--- config.mk ---
export PLATFORM = sky130hd
export DESIGN_NAME = rvfi_trace
export DESIGN_NICKNAME = d
export VERILOG_FILES = /design/src/rvfi_pkg.sv /design/src/rvfi_stage_if.sv /design/src/rvfi_trace.sv /design/src/rvfi_retire_stage.sv /design/src/rvfi_execute_stage.sv /design/src/rvfi_decode_stage.sv
export SDC_FILE = /design/constraint.sdc
export NUM_CORES = 1
export LEC_CHECK = 0
export ABC_AREA = 1
export BUFFER_PORTS_ARGS = -buffer_cell sky130_fd_sc_hd__buf_2
export CAP_MARGIN = 0
export CORE_AREA = 2 2 371 373
export CTS_CLUSTER_SIZE = 25
export DETAILED_ROUTE_END_ITERATION = 8
export DIE_AREA = 0 0 373 375
export SYNTH_ARGS = -nofsm -noshare
export SYNTH_HDL_FRONTEND = slang
export SYNTH_SLANG_ARGS = --single-unit
--- constraint.sdc ---
create_clock -name clk_i -period 5.17 [get_ports clk_i]
set_clock_uncertainty 0.2 [all_clocks]
set_input_delay 0.2585 -clock clk_i [delete_from_list [all_inputs] [get_ports clk_i]]
set_output_delay 0.2585 -clock clk_i [all_outputs]
set_load 0.02 [all_outputs]
--- src/rvfi_pkg.sv ---
package rvfi_pkg;

    // rvfi field layout is fixed to rv32
    localparam int XLEN = 32;

    // fetch next-pc selection
    typedef enum logic [1:0] {
        NPC_SEQ       = 2'b00,
        NPC_JUMP      = 2'b01,
        NPC_BRANCH    = 2'b10,
        // redirect to the trap vector, taken as an interrupt
        NPC_EXCEPTION = 2'b11
    } next_pc_mux_t;

    // first alu operand
    typedef enum logic [1:0] {
        ALU_SRC1_RS1  = 2'b00,
        ALU_SRC1_PC   = 2'b01,
        ALU_SRC1_ZERO = 2'b10
    } alu_source_1_t;

    // second alu operand
    typedef enum logic {
        ALU_SRC2_RS2 = 1'b0,
        ALU_SRC2_IMM = 1'b1
    } alu_source_2_t;

    // decode pc source
    typedef enum logic [1:0] {
        PC_SEQ    = 2'b00,
        PC_JAL    = 2'b01,
        PC_JALR   = 2'b10,
        PC_BRANCH = 2'b11
    } pc_source_t;

endpackage
--- src/rvfi_stage_if.sv ---
interface rvfi_stage_if;
    import rvfi_pkg::*;

    // one in-flight trace record
    logic [31:0]     instr;
    logic            trap;
    logic            intr;
    logic [4:0]      rs1_addr;
    logic [4:0]      rs2_addr;
    logic [XLEN-1:0] rs1_rdata;
    logic [XLEN-1:0] rs2_rdata;
    logic [XLEN-1:0] pc;
    // pc of the next instruction, resolved as the record moves on
    logic [XLEN-1:0] pc_n;
    logic [XLEN-1:0] csr_wdata;
    logic [XLEN-1:0] csr_rdata;

    // stage that owns the register
    modport src (
        output instr, trap, intr,
        output rs1_addr, rs2_addr, rs1_rdata, rs2_rdata,
        output pc, pc_n,
        output csr_wdata, csr_rdata
    );

    // stage downstream of the register
    modport dst (
        input instr, trap, intr,
        input rs1_addr, rs2_addr, rs1_rdata, rs2_rdata,
        input pc, pc_n,
        input csr_wdata, csr_rdata
    );

endinterface

--- src/rvfi_trace.sv ---
module rvfi_trace #(
    parameter int ORDER_WIDTH = 64
) (
    input  logic                        clk_i,
    input  logic                        rst_n_i,
    // if
    input  logic                        stall_if_i,
    input  logic [rvfi_pkg::XLEN-1:0]   pc_if_i,
    input  rvfi_pkg::next_pc_mux_t      next_pc_mux_i,
    // id
    input  logic                        stall_id_i,
    input  logic                        flush_id_i,
    input  logic                        trap_id_i,
    input  logic [31:0]                 instr_id_i,
    input  rvfi_pkg::alu_source_1_t     alu_source_1_id_i,
    input  rvfi_pkg::alu_source_2_t     alu_source_2_id_i,
    input  logic [4:0]                  rs1_addr_id_i,
    input  logic [4:0]                  rs2_addr_id_i,
    input  logic [rvfi_pkg::XLEN-1:0]   rs1_rdata_id_i,
    input  logic [rvfi_pkg::XLEN-1:0]   rs2_rdata_id_i,
    input  logic [rvfi_pkg::XLEN-1:0]   pc_id_i,
    input  rvfi_pkg::pc_source_t        pc_source_id_i,
    input  logic [rvfi_pkg::XLEN-1:0]   jump_target_id_i,
    input  logic                        mem_wen_id_i,
    // ex
    input  logic                        stall_ex_i,
    input  logic                        flush_ex_i,
    input  logic                        trap_ex_i,
    input  logic [rvfi_pkg::XLEN-1:0]   branch_target_ex_i,
    input  logic                        branch_decision_ex_i,
    input  logic [rvfi_pkg::XLEN-1:0]   csr_wdata_ex_i,
    input  logic [rvfi_pkg::XLEN-1:0]   csr_rdata_ex_i,
    // mem
    input  logic                        stall_mem_i,
    input  logic                        flush_mem_i,
    input  logic                        valid_mem_i,
    input  logic [rvfi_pkg::XLEN-1:0]   dmem_addr_i,
    input  logic [rvfi_pkg::XLEN-1:0]   dmem_wdata_i,
    input  logic                        dmem_wen_i,
    input  logic [rvfi_pkg::XLEN/8-1:0] dmem_ben_i,
    // wb
    input  logic                        flush_wb_i,
    input  logic [4:0]                  rd_addr_wb_i,
    input  logic                        reg_wen_wb_i,
    input  logic [rvfi_pkg::XLEN-1:0]   reg_wdata_wb_i,
    input  logic [rvfi_pkg::XLEN-1:0]   mem_rdata_wb_i,
    // trace
    output logic                        rvfi_valid_o,
    output logic [ORDER_WIDTH-1:0]      rvfi_order_o,
    output logic [31:0]                 rvfi_insn_o,
    output logic                        rvfi_trap_o,
    output logic                        rvfi_intr_o,
    output logic [4:0]                  rvfi_rs1_addr_o,
    output logic [rvfi_pkg::XLEN-1:0]   rvfi_rs1_rdata_o,
    output logic [4:0]                  rvfi_rs2_addr_o,
    output logic [rvfi_pkg::XLEN-1:0]   rvfi_rs2_rdata_o,
    output logic [4:0]                  rvfi_rd_addr_o,
    output logic [rvfi_pkg::XLEN-1:0]   rvfi_rd_wdata_o,
    output logic [rvfi_pkg::XLEN-1:0]   rvfi_pc_rdata_o,
    output logic [rvfi_pkg::XLEN-1:0]   rvfi_pc_wdata_o,
    output logic [rvfi_pkg::XLEN-1:0]   rvfi_mem_addr_o,
    output logic [rvfi_pkg::XLEN/8-1:0] rvfi_mem_rmask_o,
    output logic [rvfi_pkg::XLEN-1:0]   rvfi_mem_rdata_o,
    output logic [rvfi_pkg::XLEN/8-1:0] rvfi_mem_wmask_o,
    output logic [rvfi_pkg::XLEN-1:0]   rvfi_mem_wdata_o,
    output logic [rvfi_pkg::XLEN-1:0]   rvfi_csr_rmask_o,
    output logic [rvfi_pkg::XLEN-1:0]   rvfi_csr_rdata_o,
    output logic [rvfi_pkg::XLEN-1:0]   rvfi_csr_wmask_o,
    output logic [rvfi_pkg::XLEN-1:0]   rvfi_csr_wdata_o
);

    // record registers between stages
    rvfi_stage_if id_ex ();
    rvfi_stage_if ex_mem ();

    // port names match the core side, so connect by name
    rvfi_decode_stage decode_i (
        .*,
        .id_ex (id_ex.src)
    );

    rvfi_execute_stage execute_i (
        .*,
        .id_ex  (id_ex.dst),
        .ex_mem (ex_mem.src)
    );

    rvfi_retire_stage #(
        .ORDER_WIDTH (ORDER_WIDTH)
    ) retire_i (
        .*,
        .ex_mem (ex_mem.dst)
    );

endmodule

--- src/rvfi_retire_stage.sv ---
module rvfi_retire_stage #(
    parameter int ORDER_WIDTH = 64
) (
    input  logic                        clk_i,
    input  logic                        rst_n_i,
    input  logic                        flush_wb_i,
    input  logic                        valid_mem_i,
    input  logic [rvfi_pkg::XLEN-1:0]   dmem_addr_i,
    input  logic [rvfi_pkg::XLEN-1:0]   dmem_wdata_i,
    input  logic                        dmem_wen_i,
    input  logic [rvfi_pkg::XLEN/8-1:0] dmem_ben_i,
    input  logic [4:0]                  rd_addr_wb_i,
    input  logic                        reg_wen_wb_i,
    input  logic [rvfi_pkg::XLEN-1:0]   reg_wdata_wb_i,
    input  logic [rvfi_pkg::XLEN-1:0]   mem_rdata_wb_i,
    rvfi_stage_if.dst                   ex_mem,
    output logic                        rvfi_valid_o,
    output logic [ORDER_WIDTH-1:0]      rvfi_order_o,
    output logic [31:0]                 rvfi_insn_o,
    output logic                        rvfi_trap_o,
    output logic                        rvfi_intr_o,
    output logic [4:0]                  rvfi_rs1_addr_o,
    output logic [rvfi_pkg::XLEN-1:0]   rvfi_rs1_rdata_o,
    output logic [4:0]                  rvfi_rs2_addr_o,
    output logic [rvfi_pkg::XLEN-1:0]   rvfi_rs2_rdata_o,
    output logic [4:0]                  rvfi_rd_addr_o,
    output logic [rvfi_pkg::XLEN-1:0]   rvfi_rd_wdata_o,
    output logic [rvfi_pkg::XLEN-1:0]   rvfi_pc_rdata_o,
    output logic [rvfi_pkg::XLEN-1:0]   rvfi_pc_wdata_o,
    output logic [rvfi_pkg::XLEN-1:0]   rvfi_mem_addr_o,
    output logic [rvfi_pkg::XLEN/8-1:0] rvfi_mem_rmask_o,
    output logic [rvfi_pkg::XLEN-1:0]   rvfi_mem_rdata_o,
    output logic [rvfi_pkg::XLEN/8-1:0] rvfi_mem_wmask_o,
    output logic [rvfi_pkg::XLEN-1:0]   rvfi_mem_wdata_o,
    output logic [rvfi_pkg::XLEN-1:0]   rvfi_csr_rmask_o,
    output logic [rvfi_pkg::XLEN-1:0]   rvfi_csr_rdata_o,
    output logic [rvfi_pkg::XLEN-1:0]   rvfi_csr_wmask_o,
    output logic [rvfi_pkg::XLEN-1:0]   rvfi_csr_wdata_o
);
    import rvfi_pkg::*;

    // mem stage valid, low on a wb bubble
    logic valid_wb;

    ////////////////////////////////////////////////////////////
    // mem to wb record, never stalls
    ////////////////////////////////////////////////////////////

    always_ff @(posedge clk_i or negedge rst_n_i) begin
        if (!rst_n_i) begin
            valid_wb         <= 1'b0;
            rvfi_order_o     <= '0;
            rvfi_insn_o      <= '0;
            rvfi_trap_o      <= 1'b0;
            rvfi_intr_o      <= 1'b0;
            rvfi_rs1_addr_o  <= '0;
            rvfi_rs2_addr_o  <= '0;
            rvfi_rs1_rdata_o <= '0;
            rvfi_rs2_rdata_o <= '0;
            rvfi_pc_rdata_o  <= '0;
            rvfi_pc_wdata_o  <= '0;
            rvfi_mem_addr_o  <= '0;
            rvfi_mem_rmask_o <= '0;
            rvfi_mem_wmask_o <= '0;
            rvfi_mem_wdata_o <= '0;
            rvfi_csr_wdata_o <= '0;
            rvfi_csr_rdata_o <= '0;
        end else begin
            // one step per retired record
            rvfi_order_o    <= rvfi_order_o + ORDER_WIDTH'(rvfi_valid_o);
            rvfi_trap_o     <= ex_mem.trap;
            rvfi_intr_o     <= ex_mem.intr;
            rvfi_pc_rdata_o <= ex_mem.pc;
            if (flush_wb_i) begin
                valid_wb         <= 1'b0;
                rvfi_insn_o      <= '0;
                rvfi_rs1_addr_o  <= '0;
                rvfi_rs2_addr_o  <= '0;
                rvfi_rs1_rdata_o <= '0;
                rvfi_rs2_rdata_o <= '0;
                rvfi_pc_wdata_o  <= '0;
                rvfi_mem_addr_o  <= '0;
                rvfi_mem_rmask_o <= '0;
                rvfi_mem_wmask_o <= '0;
                rvfi_mem_wdata_o <= '0;
                rvfi_csr_wdata_o <= '0;
                rvfi_csr_rdata_o <= '0;
            end else begin
                valid_wb         <= valid_mem_i;
                rvfi_insn_o      <= ex_mem.instr;
                rvfi_rs1_addr_o  <= ex_mem.rs1_addr;
                rvfi_rs2_addr_o  <= ex_mem.rs2_addr;
                rvfi_rs1_rdata_o <= ex_mem.rs1_rdata;
                rvfi_rs2_rdata_o <= ex_mem.rs2_rdata;
                rvfi_pc_wdata_o  <= ex_mem.pc_n;
                // data memory access as seen in mem
                rvfi_mem_addr_o  <= dmem_addr_i;
                rvfi_mem_rmask_o <= dmem_ben_i;
                rvfi_mem_wmask_o <= dmem_wen_i ? dmem_ben_i : '0;
                rvfi_mem_wdata_o <= dmem_wdata_i;
                rvfi_csr_wdata_o <= ex_mem.csr_wdata;
                rvfi_csr_rdata_o <= ex_mem.csr_rdata;
            end
        end
    end

    ////////////////////////////////////////////////////////////
    // trace outputs
    ////////////////////////////////////////////////////////////

    // a trap retires even without a valid mem instr
    assign rvfi_valid_o = valid_wb || rvfi_trap_o;

    // wb results pass straight through
    assign rvfi_rd_addr_o   = reg_wen_wb_i ? rd_addr_wb_i : 5'd0;
    // x0 always reads as zero
    assign rvfi_rd_wdata_o  = (rvfi_rd_addr_o == 5'd0) ? '0 : reg_wdata_wb_i;
    assign rvfi_mem_rdata_o = mem_rdata_wb_i;

    // single csr group, fully covered on a live record
    assign rvfi_csr_rmask_o = {XLEN{valid_wb}};
    assign rvfi_csr_wmask_o = {XLEN{valid_wb}};

endmodule

--- src/rvfi_execute_stage.sv ---
module rvfi_execute_stage (
    input  logic                      clk_i,
    input  logic                      rst_n_i,
    input  logic                      stall_ex_i,
    input  logic                      stall_mem_i,
    input  logic                      flush_mem_i,
    input  logic                      trap_ex_i,
    input  logic [rvfi_pkg::XLEN-1:0] branch_target_ex_i,
    input  logic                      branch_decision_ex_i,
    input  logic [rvfi_pkg::XLEN-1:0] csr_wdata_ex_i,
    input  logic [rvfi_pkg::XLEN-1:0] csr_rdata_ex_i,
    rvfi_stage_if.dst                 id_ex,
    rvfi_stage_if.src                 ex_mem
);

    ////////////////////////////////////////////////////////////
    // ex to mem record
    ////////////////////////////////////////////////////////////

    always_ff @(posedge clk_i or negedge rst_n_i) begin
        if (!rst_n_i) begin
            ex_mem.instr     <= '0;
            ex_mem.trap      <= 1'b0;
            ex_mem.intr      <= 1'b0;
            ex_mem.rs1_addr  <= '0;
            ex_mem.rs2_addr  <= '0;
            ex_mem.rs1_rdata <= '0;
            ex_mem.rs2_rdata <= '0;
            ex_mem.pc        <= '0;
            ex_mem.pc_n      <= '0;
            ex_mem.csr_wdata <= '0;
            ex_mem.csr_rdata <= '0;
        end else if (!stall_mem_i) begin
            // trap from id or raised here
            // a stalled ex has not committed its trap yet
            ex_mem.trap <= id_ex.trap || (trap_ex_i && !stall_ex_i);
            ex_mem.intr <= id_ex.intr;
            ex_mem.pc   <= id_ex.pc;
            if (flush_mem_i) begin
                // bubble
                ex_mem.instr     <= '0;
                ex_mem.rs1_addr  <= '0;
                ex_mem.rs2_addr  <= '0;
                ex_mem.rs1_rdata <= '0;
                ex_mem.rs2_rdata <= '0;
                ex_mem.pc_n      <= '0;
                ex_mem.csr_wdata <= '0;
                ex_mem.csr_rdata <= '0;
            end else begin
                ex_mem.instr     <= id_ex.instr;
                ex_mem.rs1_addr  <= id_ex.rs1_addr;
                ex_mem.rs2_addr  <= id_ex.rs2_addr;
                ex_mem.rs1_rdata <= id_ex.rs1_rdata;
                ex_mem.rs2_rdata <= id_ex.rs2_rdata;
                // taken branch overrides the id next pc
                ex_mem.pc_n      <= branch_decision_ex_i ? branch_target_ex_i : id_ex.pc_n;
                ex_mem.csr_wdata <= csr_wdata_ex_i;
                ex_mem.csr_rdata <= csr_rdata_ex_i;
            end
        end
    end

endmodule

--- src/rvfi_decode_stage.sv ---
module rvfi_decode_stage (
    input  logic                      clk_i,
    input  logic                      rst_n_i,
    input  logic                      stall_if_i,
    input  logic                      stall_id_i,
    input  logic                      stall_ex_i,
    input  logic                      flush_id_i,
    input  logic                      flush_ex_i,
    input  logic                      trap_id_i,
    input  logic                      branch_decision_ex_i,
    input  rvfi_pkg::next_pc_mux_t    next_pc_mux_i,
    input  logic [31:0]               instr_id_i,
    input  rvfi_pkg::alu_source_1_t   alu_source_1_id_i,
    input  rvfi_pkg::alu_source_2_t   alu_source_2_id_i,
    input  logic [4:0]                rs1_addr_id_i,
    input  logic [4:0]                rs2_addr_id_i,
    input  logic [rvfi_pkg::XLEN-1:0] rs1_rdata_id_i,
    input  logic [rvfi_pkg::XLEN-1:0] rs2_rdata_id_i,
    input  logic [rvfi_pkg::XLEN-1:0] pc_id_i,
    input  logic [rvfi_pkg::XLEN-1:0] pc_if_i,
    input  rvfi_pkg::pc_source_t      pc_source_id_i,
    input  logic [rvfi_pkg::XLEN-1:0] jump_target_id_i,
    input  logic                      mem_wen_id_i,
    rvfi_stage_if.src                 id_ex
);
    import rvfi_pkg::*;

    logic            intr_if;
    logic            intr_id;
    logic            use_rs1;
    logic            use_rs2;
    logic [XLEN-1:0] pc_n_id;

    ////////////////////////////////////////////////////////////
    // interrupt tracking, if and id
    ////////////////////////////////////////////////////////////

    // a redirect to the trap vector marks the fetched instr
    always_ff @(posedge clk_i or negedge rst_n_i) begin
        if (!rst_n_i) begin
            intr_if <= 1'b0;
        end else if (!stall_if_i) begin
            intr_if <= (next_pc_mux_i == NPC_EXCEPTION);
        end
    end

    // if to id, dropped on flush
    always_ff @(posedge clk_i or negedge rst_n_i) begin
        if (!rst_n_i) begin
            intr_id <= 1'b0;
        end else if (!stall_id_i) begin
            intr_id <= flush_id_i ? 1'b0 : intr_if;
        end
    end

    ////////////////////////////////////////////////////////////
    // id to ex record
    ////////////////////////////////////////////////////////////

    // operands the instr really reads
    // jalr reads rs1 even though the alu takes the pc
    assign use_rs1 = (alu_source_1_id_i == ALU_SRC1_RS1) || (pc_source_id_i == PC_JALR);
    // stores read rs2 as write data
    assign use_rs2 = (alu_source_2_id_i == ALU_SRC2_RS2) || mem_wen_id_i;

    // jumps resolve here, branches are patched in ex
    assign pc_n_id = (pc_source_id_i inside {PC_JAL, PC_JALR}) ? jump_target_id_i : pc_if_i;

    always_ff @(posedge clk_i or negedge rst_n_i) begin
        if (!rst_n_i) begin
            id_ex.instr     <= '0;
            id_ex.trap      <= 1'b0;
            id_ex.intr      <= 1'b0;
            id_ex.rs1_addr  <= '0;
            id_ex.rs2_addr  <= '0;
            id_ex.rs1_rdata <= '0;
            id_ex.rs2_rdata <= '0;
            id_ex.pc        <= '0;
            id_ex.pc_n      <= '0;
        end else if (!stall_ex_i) begin
            // flags and pc move on even through a flush
            // a taken branch in ex kills the id trap
            id_ex.trap <= trap_id_i && !stall_id_i && !branch_decision_ex_i;
            id_ex.intr <= intr_id;
            id_ex.pc   <= pc_id_i;
            if (flush_ex_i) begin
                // bubble
                id_ex.instr     <= '0;
                id_ex.rs1_addr  <= '0;
                id_ex.rs2_addr  <= '0;
                id_ex.rs1_rdata <= '0;
                id_ex.rs2_rdata <= '0;
                id_ex.pc_n      <= '0;
            end else begin
                id_ex.instr     <= instr_id_i;
                id_ex.rs1_addr  <= use_rs1 ? rs1_addr_id_i : 5'd0;
                id_ex.rs1_rdata <= use_rs1 ? rs1_rdata_id_i : '0;
                id_ex.rs2_addr  <= use_rs2 ? rs2_addr_id_i : 5'd0;
                id_ex.rs2_rdata <= use_rs2 ? rs2_rdata_id_i : '0;
                id_ex.pc_n      <= pc_n_id;
            end
        end
    end

    // csr data joins the record in ex
    assign id_ex.csr_wdata = '0;
    assign id_ex.csr_rdata = '0;

endmodule

==> flow_summary.json <==
{
  "status": "completed",
  "post-dp-hpwl_um": 74800,
  "row_count": 136,
  "cts.sinks": 783,
  "gp_congestion": 0.940,
  "drc": 0,
  "root_buffer": "clkbuf_16",
  "timing.final.crit_share_pct": 55.6,
  "synthTopCellsByArea": "dfrtp_1 65%, inv_1 6.6%, nor2_1 5.7%",
  "largest_reg_flops": 64,
  "critPathLaunchType": "input port",
  "routed_wirelength_um": 112000,
  "power_density_nw_per_um2": 353,
  "clockBufferDepth": 3,
  "synth_edf_count": 0,
  "globalRouteTotalUtil_pct": 15.7,
  "syn_inst": 3079,
  "io_pins": 965,
  "hp-start": "alu_source_2_id_i",
  "min_period_ns": 2.87,
  "cts_tree": "yes",
  "fmax_ghz": 0.348,
  "p_leak_nw": 22.4,
  "ys_seq_area_share_pct": 65.4,
  "synth-seq-cells": 783,
  "cts_setup_buffers": 0,
  "worst_ir_drop_vdd_mv": 0.259,
  "fillers": 13800,
  "synth_top_area_cell": "dfrtp_1",
  "grt_setup_unrepaired": "no",
  "initial_utilization_pct": 22.0,
  "grt_pass1_vias": 26600,
  "cp-end-kind": "register",
  "clk_pin_slew_worst_paths_ns": 0.06,
  "crit_type": "input port to register",
  "die_area_um2": 140000,
  "ant_nets": 0,
  "slew_headroom_pct": 22.4,
  "yosysMostFrequentCell": "dfrtp_1",
  "path_max_fanout": 55,
  "synth_warnings": 0,
  "hold_violations": 0,
  "crit_required_ns": 5.59,
  "coreArea_um2": 136000,
  "setup_ws_ns": 2.30,
  "drtPass1Iterations": 6,
  "grt-ovfl-total": 0,
  "maxCapViolCount": 0,
  "synth_ff_type": "dfrtp_1",
  "areaGrowthSynthToFinish_pct": 47.6,
  "syn_nets": 3541,
  "r2r_start": "retire_i.valid_wb",
  "fin_nets": 4841,
  "drive_above_1_share_pct": 25.2,
  "worstMarginPinSlew_ns": 1.16,
  "syn_area_um2": 30000,
  "cts.htree.levels": 3,
  "numPortBuffers": 900,
  "arrival_ns": 3.30,
  "grt_max_degree": 162,
  "worstSetupStartpoint": "stall_ex_i",
  "num_vias": 26100,
  "regMostFlops": "retire_i.rvfi_order_o",
  "totalPowerFinal_mw": 15.6,
  "wl_per_cell_um": 17.9,
  "seqCellArea_um2": 19600,
  "fp.dieH_um": 375,
  "hp-class": "input port to register",
  "finalMaxSlewViolations": 0,
  "clk_latency_ns": 0.69,
  "synth_commonest_cells": "783 x dfrtp_1, 529 x inv_1, 453 x nor2_1",
  "setup_violations": 0,
  "drt_first_iter_violations": 1530,
  "synthDominantCellAreaShare_pct": 65.4,
  "antenna_found_initial": 11,
  "viasPerCell": 4.17,
  "netlist-cell-type-count": 33,
  "place_ws_ns": 2.66,
  "grt_pass1_wl_um": 166000,
  "syn_avg_cell_area_um2": 9.73,
  "setup_tns_ns": 0,
  "numCtsBuffers": 91,
  "multiInputGateArea_um2": 7110,
  "die-width_um": 373,
  "async_flop_share_pct": 100
}
==> cell usage in the layout, fill, tap and decap left out, types with 8 or more instances in the layout <==
cell and instances:
diode_2 8, nor2_2 11, nor2_4 8, buf_12 8
nand3_1 17, nor2_1 450, dlygate4sd3_1 515, buf_4 21
inv_1 524, dfrtp_1 783, buf_2 898, clkbuf_16 93
xor2_1 9, nand4_1 12, clkbuf_1 18, o21ai_0 259
o21ai_1 17, a21oi_1 33, clkbuf_8 15, xnor2_1 22
bufinv_16 13, nand2_2 12, nand2_1 443, o22ai_1 212
clkinv_2 14
==> path summary, 6_finish.rpt <==
path / end / slack (ns) / cells after the start
max: decode_i.id_ex.pc_n[29] / 2.30 / 8
min: decode_i.id_ex.rs2_rdata[2] / 0.07 / 5
max reg2reg: retire_i.rvfi_order_o[54] / 2.65 / 11
min reg2reg: retire_i.rvfi_pc_rdata_o[23] / 0.17 / 0
max in group asynchronous: execute_i.ex_mem.instr[1] / 2.89 / 4
min in group asynchronous: retire_i.rvfi_order_o[44] / 0.55 / 3
==> routing by layer <==
| metal | GRT usage (%) | vias to the layer above | routed length (um) |
|---|---|---|---|
| met5 | 0 | - | 30 |
| met4 | 8.14 | 4 | 5500 |
| met3 | 3.87 | 251 | 7870 |
| met2 | 26.8 | 1077 | 54900 |
| met1 | 18.1 | 12700 | 43600 |
| li1 | - | 12000 | - |
==> power breakdown <==
| part | internal, mW | switching (mW) | total, mW |
|---|---|---|---|
| Sequential | 6.53 | 0.156 | 6.68 |
| Combinational | 0.765 | 1.20 | 1.96 |
| Clock | 4.20 | 2.77 | 6.97 |
| Total | 11.5 | 4.13 | 15.6 |
==> cells by family (layout without fill, tap and decap cells) <==
logic type,Yosys count,after routing,share of synthesized area (%)
other cells,0,8,0
flops,783,783,65.4
xor+xnor,31,31,0.906
fa+ha+maj,3,3,0.125
simple gates,971,971,13.0
buf+inv,768,2143,11.0
compound gates,523,523,9.64
==> area by class of cell <==
type | count | area share [%]
flip-flops and latches | 783 | 44.3
repair buffers | 1444 | 22.6
multi-input cells | 1528 | 16.1
clock buffers | 126 | 5.88
well taps | 1794 | 5.07
inverters | 531 | 4.55
clock inverters | 42 | 1.49
diodes | 8 | 0.0453
==> per-stage QoR <==
step                std cells  utilization (%)  hold WS, ns  cell area (um2)
floorplan                3079                -       -0.237            30000
global placement         5565             26.3        0.159            35800
detailed placement       5565             26.3        0.159            35800
CTS                      6248             32.4     0.000183            44200
global route             6254             32.4       0.0595            44200
finish                   6256             32.5       0.0711            44200
==> worst max-delay path, stage by stage <==
cell           delay, ns
dlygate4sd3_1       0.56
buf_2               0.19
or2_1               0.25
inv_4               0.42
o21ai_0             0.24
dlygate4sd3_1       0.64
o22ai_1             0.14
dlygate4sd3_1       0.58
==> repair_timing <==
item                                   4_1_cts  5_1_grt
hold buffers                               515        0
endpoints found under the hold margin      492        0
gates resized for setup                      0        0
setup endpoints to repair                    0        0
Power figures use the tool's default switching activity.
